## config.mk

```make
export PLATFORM = sky130hd
export DESIGN_NAME = parity_afu
export DESIGN_NICKNAME = d
export VERILOG_FILES = /design/src/afu_pkg.sv /design/src/cmd_if.sv /design/src/parity_afu.sv /design/src/command_encoder.sv /design/src/line_buffer.sv /design/src/parity_workelement.sv
export SDC_FILE = /design/constraint.sdc
export NUM_CORES = 2
export LEC_CHECK = 0
export ABC_AREA = 1
export BUFFER_PORTS_ARGS = -buffer_cell sky130_fd_sc_hd__buf_2
export CAP_MARGIN = 5
export CORE_MARGIN = 5
export CORE_UTILIZATION = 50
export CTS_CLUSTER_DIAMETER = 30
export CTS_CLUSTER_SIZE = 20
export DETAILED_ROUTE_END_ITERATION = 10
export GPL_TIMING_DRIVEN = 0
export HOLD_SLACK_MARGIN = 0.05
export PLACE_DENSITY = 0.65
export SLEW_MARGIN = 30
export SYNTH_ARGS = -nofsm -noshare
export SYNTH_HDL_FRONTEND = slang
export SYNTH_SLANG_ARGS = --single-unit
```

## constraint.sdc

```tcl
create_clock -name clock -period 84.2 [get_ports clock]
set_input_delay 12.63 -clock clock [delete_from_list [all_inputs] [get_ports clock]]
set_output_delay 12.63 -clock clock [all_outputs]
set_load 0.005 [all_outputs]
```

## src/afu_pkg.sv

```systemverilog
package afu_pkg;

  typedef logic [63:0] addr_t;
  typedef logic [7:0] tag_t;
  typedef logic [12:0] cmd_code_t;
  typedef logic [11:0] size_t;

  // beat bit 0 is the first byte on the bus
  typedef logic [0:511] beat_t;

  localparam cmd_code_t READ_CL_NA = 13'h0a00;
  localparam cmd_code_t WRITE_NA = 13'h0d00;

  localparam tag_t WED_TAG = 8'd0;
  localparam tag_t STRIPE1_READ = 8'd1;
  localparam tag_t STRIPE2_READ = 8'd2;
  localparam tag_t PARITY_WRITE = 8'd3;
  localparam tag_t DONE_WRITE = 8'd4;

  localparam int LINE_BYTES = 128;
  localparam int DONE_OFFSET = 32;

  typedef enum logic [3:0] {
    IDLE,
    WED_REQ,
    WED_WAIT,
    READ_S1,
    READ_S2,
    STRIPE_WAIT,
    WRITE_REQ,
    WRITE_WAIT,
    DONE_REQ,
    DONE_WAIT,
    FINISHED
  } we_state_t;

  // descriptor words still little-endian as stored in host memory
  typedef struct packed {
    addr_t size;
    addr_t stripe1;
    addr_t stripe2;
    addr_t parity;
    logic [0:255] pad;
  } wed_desc_t;

  typedef union packed {
    beat_t raw;
    wed_desc_t desc;
  } wed_beat_u;

  function automatic addr_t swap_endianness(input addr_t value);
    addr_t result;
    for (int i = 0; i < 8; i++) begin
      result[i*8 +: 8] = value[(7-i)*8 +: 8];
    end
    return result;
  endfunction

endpackage
```

## src/cmd_if.sv

```systemverilog
`timescale 1ns/100ps

// one bus command per valid strobe
interface cmd_if import afu_pkg::*; ();

  logic valid;
  cmd_code_t command;
  tag_t tag;
  addr_t address;
  size_t size;

  modport issuer (
    output valid, command, tag, address, size
  );

  modport encoder (
    input valid, command, tag, address, size
  );

endinterface

```

## src/parity_afu.sv

```systemverilog
`timescale 1ns/100ps

module parity_afu import afu_pkg::*; #(
  parameter int LINE_BEATS = 2
) (
  input logic clock,
  input logic reset,
  input logic enabled,
  input addr_t wed,
  input logic write_valid,
  input tag_t write_tag,
  input logic [$clog2(LINE_BEATS)-1:0] write_address,
  input beat_t write_data,
  input logic read_valid,
  input tag_t read_tag,
  input logic [$clog2(LINE_BEATS)-1:0] read_address,
  input logic response_valid,
  input tag_t response_tag,
  output logic command_valid,
  output cmd_code_t command_code,
  output tag_t command_tag,
  output addr_t command_address,
  output size_t command_size,
  output logic command_parity,
  output logic tag_parity,
  output logic address_parity,
  output beat_t read_data,
  output logic read_parity
);

  cmd_if cmd ();

  parity_workelement #(
    .LINE_BEATS(LINE_BEATS)
  ) workelement (
    .clock(clock),
    .reset(reset),
    .enabled(enabled),
    .wed(wed),
    .write_valid(write_valid),
    .write_tag(write_tag),
    .write_address(write_address),
    .write_data(write_data),
    .response_valid(response_valid),
    .response_tag(response_tag),
    .cmd(cmd.issuer)
  );

  line_buffer #(
    .LINE_BEATS(LINE_BEATS)
  ) buffer (
    .clock(clock),
    .reset(reset),
    .write_valid(write_valid),
    .write_tag(write_tag),
    .write_address(write_address),
    .write_data(write_data),
    .read_valid(read_valid),
    .read_tag(read_tag),
    .read_address(read_address),
    .read_data(read_data),
    .read_parity(read_parity)
  );

  command_encoder encoder (
    .clock(clock),
    .reset(reset),
    .cmd(cmd.encoder),
    .command_valid(command_valid),
    .command_code(command_code),
    .command_tag(command_tag),
    .command_address(command_address),
    .command_size(command_size),
    .command_parity(command_parity),
    .tag_parity(tag_parity),
    .address_parity(address_parity)
  );

endmodule

```

## src/command_encoder.sv

```systemverilog
`timescale 1ns/100ps

module command_encoder import afu_pkg::*; (
  input logic clock,
  input logic reset,
  cmd_if.encoder cmd,
  output logic command_valid,
  output cmd_code_t command_code,
  output tag_t command_tag,
  output addr_t command_address,
  output size_t command_size,
  output logic command_parity,
  output logic tag_parity,
  output logic address_parity
);

  always_ff @(posedge clock) begin
    if (reset) begin
      command_valid <= 1'b0;
    end else begin
      command_valid <= cmd.valid;
    end
  end

  // fields and their odd parity only change on a strobe
  always_ff @(posedge clock) begin
    if (cmd.valid) begin
      command_code <= cmd.command;
      command_tag <= cmd.tag;
      command_address <= cmd.address;
      command_size <= cmd.size;
      command_parity <= ~^cmd.command;
      tag_parity <= ~^cmd.tag;
      address_parity <= ~^cmd.address;
    end
  end

endmodule

```

## src/line_buffer.sv

```systemverilog
`timescale 1ns/100ps

module line_buffer import afu_pkg::*; #(
  parameter int LINE_BEATS = 2
) (
  input logic clock,
  input logic reset,
  input logic write_valid,
  input tag_t write_tag,
  input logic [$clog2(LINE_BEATS)-1:0] write_address,
  input beat_t write_data,
  input logic read_valid,
  input tag_t read_tag,
  input logic [$clog2(LINE_BEATS)-1:0] read_address,
  output beat_t read_data,
  output logic read_parity
);

  // flag byte 1 in the first byte lane
  localparam beat_t DONE_BEAT = {8'h01, 504'd0};

  beat_t stripe1_line [LINE_BEATS];
  beat_t stripe2_line [LINE_BEATS];

  // WED beats are caught by the work element, not stored here
  always_ff @(posedge clock) begin
    if (write_valid) begin
      if (write_tag == STRIPE1_READ) begin
        stripe1_line[write_address] <= write_data;
      end else if (write_tag == STRIPE2_READ) begin
        stripe2_line[write_address] <= write_data;
      end
    end
  end

  // data appears one cycle after a read and holds until the next one
  always_ff @(posedge clock) begin
    if (reset) begin
      read_data <= '0;
    end else if (read_valid) begin
      case (read_tag)
        PARITY_WRITE: read_data <= stripe1_line[read_address] ^ stripe2_line[read_address];
        DONE_WRITE: read_data <= DONE_BEAT;
        default: read_data <= '0;
      endcase
    end
  end

  assign read_parity = ~^read_data;

endmodule

```

## src/parity_workelement.sv

```systemverilog
`timescale 1ns/100ps

module parity_workelement import afu_pkg::*; #(
  parameter int LINE_BEATS = 2
) (
  input logic clock,
  input logic reset,
  input logic enabled,
  input addr_t wed,
  input logic write_valid,
  input tag_t write_tag,
  input logic [$clog2(LINE_BEATS)-1:0] write_address,
  input wed_beat_u write_data,
  input logic response_valid,
  input tag_t response_tag,
  cmd_if.issuer cmd
);

  we_state_t state;
  we_state_t next_state;

  // byte-swapped descriptor
  addr_t job_size;
  addr_t stripe1_base;
  addr_t stripe2_base;
  addr_t parity_base;

  addr_t offset;
  addr_t next_offset;
  logic stripe1_seen;
  logic stripe2_seen;
  logic stripe1_resp;
  logic stripe2_resp;

  assign next_offset = offset + addr_t'(LINE_BYTES);
  assign stripe1_resp = response_valid && response_tag == STRIPE1_READ;
  assign stripe2_resp = response_valid && response_tag == STRIPE2_READ;

  always_ff @(posedge clock) begin
    if (reset) begin
      state <= IDLE;
    end else begin
      state <= next_state;
    end
  end

  always_comb begin
    next_state = state;
    case (state)
      IDLE: if (enabled) next_state = WED_REQ;
      WED_REQ: next_state = WED_WAIT;
      WED_WAIT: begin
        if (response_valid && response_tag == WED_TAG) next_state = READ_S1;
      end
      READ_S1: next_state = READ_S2;
      READ_S2: next_state = STRIPE_WAIT;
      STRIPE_WAIT: begin
        // responses may come back in either order
        if ((stripe1_seen || stripe1_resp) && (stripe2_seen || stripe2_resp)) begin
          next_state = WRITE_REQ;
        end
      end
      WRITE_REQ: next_state = WRITE_WAIT;
      WRITE_WAIT: begin
        if (response_valid && response_tag == PARITY_WRITE) begin
          next_state = (next_offset < job_size) ? READ_S1 : DONE_REQ;
        end
      end
      DONE_REQ: next_state = DONE_WAIT;
      DONE_WAIT: begin
        if (response_valid && response_tag == DONE_WRITE) next_state = FINISHED;
      end
      FINISHED: if (!enabled) next_state = IDLE;
      default: next_state = IDLE;
    endcase
  end

  // descriptor arrives as beat 0 of the WED read
  always_ff @(posedge clock) begin
    if (state == WED_WAIT && write_valid && write_tag == WED_TAG && write_address == '0) begin
      job_size <= swap_endianness(write_data.desc.size);
      stripe1_base <= swap_endianness(write_data.desc.stripe1);
      stripe2_base <= swap_endianness(write_data.desc.stripe2);
      parity_base <= swap_endianness(write_data.desc.parity);
    end
  end

  always_ff @(posedge clock) begin
    if (reset) begin
      offset <= '0;
      stripe1_seen <= 1'b0;
      stripe2_seen <= 1'b0;
    end else begin
      if (state == WED_REQ) begin
        offset <= '0;
      end else if (state == WRITE_WAIT && response_valid && response_tag == PARITY_WRITE &&
                   next_offset < job_size) begin
        offset <= next_offset;
      end
      if (state == READ_S1) begin
        stripe1_seen <= 1'b0;
        stripe2_seen <= 1'b0;
      end else if (state == STRIPE_WAIT) begin
        stripe1_seen <= stripe1_seen || stripe1_resp;
        stripe2_seen <= stripe2_seen || stripe2_resp;
      end
    end
  end

  // one strobe per request state
  always_comb begin
    cmd.valid = 1'b0;
    cmd.command = READ_CL_NA;
    cmd.tag = WED_TAG;
    cmd.address = wed;
    cmd.size = 12'd32;
    case (state)
      WED_REQ: cmd.valid = 1'b1;
      READ_S1: begin
        cmd.valid = 1'b1;
        cmd.tag = STRIPE1_READ;
        cmd.address = stripe1_base + offset;
        cmd.size = size_t'(LINE_BYTES);
      end
      READ_S2: begin
        cmd.valid = 1'b1;
        cmd.tag = STRIPE2_READ;
        cmd.address = stripe2_base + offset;
        cmd.size = size_t'(LINE_BYTES);
      end
      WRITE_REQ: begin
        cmd.valid = 1'b1;
        cmd.command = WRITE_NA;
        cmd.tag = PARITY_WRITE;
        cmd.address = parity_base + offset;
        cmd.size = size_t'(LINE_BYTES);
      end
      DONE_REQ: begin
        cmd.valid = 1'b1;
        cmd.command = WRITE_NA;
        cmd.tag = DONE_WRITE;
        cmd.address = wed + addr_t'(DONE_OFFSET);
        cmd.size = 12'd1;
      end
      default: ;
    endcase
  end

endmodule

```

==> run metrics <==
status=completed; TNS Setup=0 ns; critical path arrival=4.88 ns; final net count=14000; synth cell count leaders=edfxtp_1, inv_1, nand2_1, o21ai_0, nor2_1; via count=96000; top_reg_cell synth=edfxtp_1; Area Overhead vs Synth=26.8%; CTS Buf Count=556; Die X-Extent=513 µm; cell area after synthesis=0.127 mm²; RSZ-0062 raised after global routing=no; PortBufs=1195; share of the synthesized area in the top cell type=56.4%; Rel. slew slack=31.1%; largest fanout on the critical path=3; gr ovfl total=0; Synth cell types=68; R2R setup slack=77.34 ns; CTS Buffer Depth=4; Avg Cell Area, Syn=11.3 µm²; cts repair resizes=0; hold path endpoint=workelement.stripe1_seen$_SDFFE_PP0P_; Max Clock Freq=57.1 MHz; Post-CTS Setup Repair Bufs=0; Layout Skew=0.0990 ns; hold depth=2; # rows=184; vias in the first global route=92800; number of max-cap violations=0; GR peak layer=met2; drt total wl=441 mm; Tmin final=17.51 ns; # setup viols final=0; placed cell count=16100; layout cells sized above 1=18.8%; IO Pins=1222; Critical R2R Capture=workelement.offset[48]$_SDFFE_PP0P_; crit path kind=reg2out; final RePlAce weighted congestion=0.957; WP data required=71.57 ns; CTS tree=done; count of final max-slew check failures=0; Setup crit start kind=register; largest net degree at the start of global routing=48; Mapped Cells=11200; DR vias/cell=5.57; reg2reg path depth=26; P_leak=0.0647 µW; final core occ=63.8%; met3 Use GR=10.5%; synth top area cells=edfxtp_1, dfxtp_1, inv_1, o21ai_0, nand2_1; FF+latch count, synth=2954; antenna violations before repair=219; Post-Layout Cell Count=17200; Residual DRC=0; DRT antenna net count=0; clock root buffer=clkbuf_16; reg-to-reg startpoint=workelement.offset[8]$_SDFFE_PP0P_; number of fill cells in the layout=19400; count of hold-fix buffers inserted at cts=0; worst IR drop on VDD=25.3 µV; PwrDens=25.6 mW/mm²; Clock Sinks=2954; Yosys top cell by area=edfxtp_1; Skew-Pair Late Insertion Delay=0.95 ns; die area=0.264 mm²; FFs w/ async S/R, synth=0%; DR WL/cell=25.6 µm; GRT met1 Usage=39.9%; Post-synth EDFFs=2378; First-pass DRT Iterations=8; Die H=513 µm; most numerous cell in the Yosys netlist=edfxtp_1; Iter 0 DRT Violations=9103; GRT Overall Usage=32.3%; Slew @ Worst Pin=1.03 ns; sequential share of the synthesized area=65.5%; initial core utilization=50.3%; HPWL Detailed=337 mm; Ys Warns=0; Clock H-tree levels=6; Reg clk slew, reported paths=0.05 ns; Hold Crit Class=reg2reg; Final Hold Viols=0; Crit. End Element=output pin; core area=0.252 mm²; HP Start=workelement.stripe1_seen$_SDFFE_PP0P_; Final period util=20.8%; met2 Use GR=50.5%; first-pass GRT wire length=625 mm
[sequential cells by signal, indices dropped and copies added (netlist names), 2 cells and up]
register	count
encoder.command_tag	3
encoder.command_size	3
encoder.command_code	2
workelement.job_size	64
workelement.stripe2_base	64
buffer.stripe1_line	1024
workelement.offset	57
buffer.stripe2_line	1024
buffer.read_data	512
workelement.parity_base	64
workelement.stripe1_base	64
workelement.state	4
encoder.command_address	64
[metal layers]
layer  wire length, µm  part of all wire, %
met5               984                 0.22
met4             26200                  5.9
met3             45100                   10
met2            201000                   45
met1            168000                   38
[layout make-up]
class                   count  area [µm²]  share of cell area, %
flip-flops and latches   2954       82900                   51.6
multi-input cells        6238       36000                   22.4
clock buffers             695       15100                   9.42
repair buffers           1480       10100                   6.27
inverters                1688        6340                   3.94
well taps                3348        4190                   2.61
clock inverters           328        4050                   2.52
plain buffers             373        1630                   1.01
diodes                    132         330                  0.206
[worst max-delay path, cell delays in order (launching register included)]
cell and delay, ns:
dfxtp_1 0.41, xnor2_1 0.82, xnor2_1 0.17, xnor2_1 0.18, xnor2_1 0.78, xnor2_1 0.31, xnor2_2 0.64, xor2_1 0.22
nand2_1 0.10, nand2_1 0.07, nand3_1 0.06, nand2_1 0.05, buf_2 0.18
[power breakdown]
part / switching (µW) / internal, µW
clock: 764 / 1470
sequential: 6.35 / 1610
combinational: 195 / 80.4
[metrics by stage]
| stage | total power, µW | cell area (µm²) | setup WS, ns | hold slack [ns] |
|---|---|---|---|---|
| after floorplan | 1780 | 127000 | 20.15 | 0.475 |
| after global routing | 4240 | 161000 | 66.67 | 0.549 |
| after global placement | 1910 | 137000 | -27.18 | 0.485 |
| final | 4120 | 161000 | 66.69 | 0.504 |
| after CTS | 4140 | 160000 | 66.79 | 0.500 |
| after detailed placement | 1910 | 141000 | 66.05 | 0.492 |
[how the worst max path moves through the flow]
stage / start / endpoint / slack (ns) / cells past startpoint
2_1_floorplan: write_tag[1] / buffer.stripe1_line[1][0]$_DFFE_PP_ / 20.15 / 1
3_3_place_gp: write_tag[5] / buffer.stripe1_line[1][129]$_DFFE_PP_ / -27.18 / 4
3_5_place_dp: write_tag[5] / buffer.stripe1_line[1][98]$_DFFE_PP_ / 66.05 / 23
4_1_cts: buffer.read_data[318]$_SDFFE_PP0P_ / read_parity / 66.79 / 12
5_1_grt: buffer.read_data[318]$_SDFFE_PP0P_ / read_parity / 66.67 / 12
6_report: buffer.read_data[318]$_SDFFE_PP0P_ / read_parity / 66.69 / 12
[cell usage in the layout (no fill, tap or decap), types with 45 or more instances in the layout]
cell type,instances
nor2_1,779
bufinv_16,59
xnor2_1,414
buf_16,108
a2bb2oi_1,54
a32oi_1,509
buf_4,86
nand3_1,249
nand2_1,1275
diode_2,132
a21boi_0,510
clkinv_2,87
xor2_1,156
buf_2,1321
edfxtp_1,2378
clkinvlp_4,45
clkbuf_1,375
clkbuf_16,570
inv_1,1671
nand4_1,68
nor3_1,58
o21ai_0,1087
dfxtp_1,576
ha_1,125
a21oi_1,711
[cells by family after synthesis]
family / count (synthesis) / synth area share [%]
XOR/XNOR: 576 / 3.99
other: 2 / 0.00593
multiplexers: 4 / 0.0316
AO/OA/AOI/OAI: 2923 / 14.3
flip-flops: 2954 / 65.5
AND/OR/NAND/NOR: 2585 / 8.67
buffers and inverters: 2061 / 6.26
adder cells (fa/ha/maj): 126 / 1.25
(Power assumes the default switching activity.)
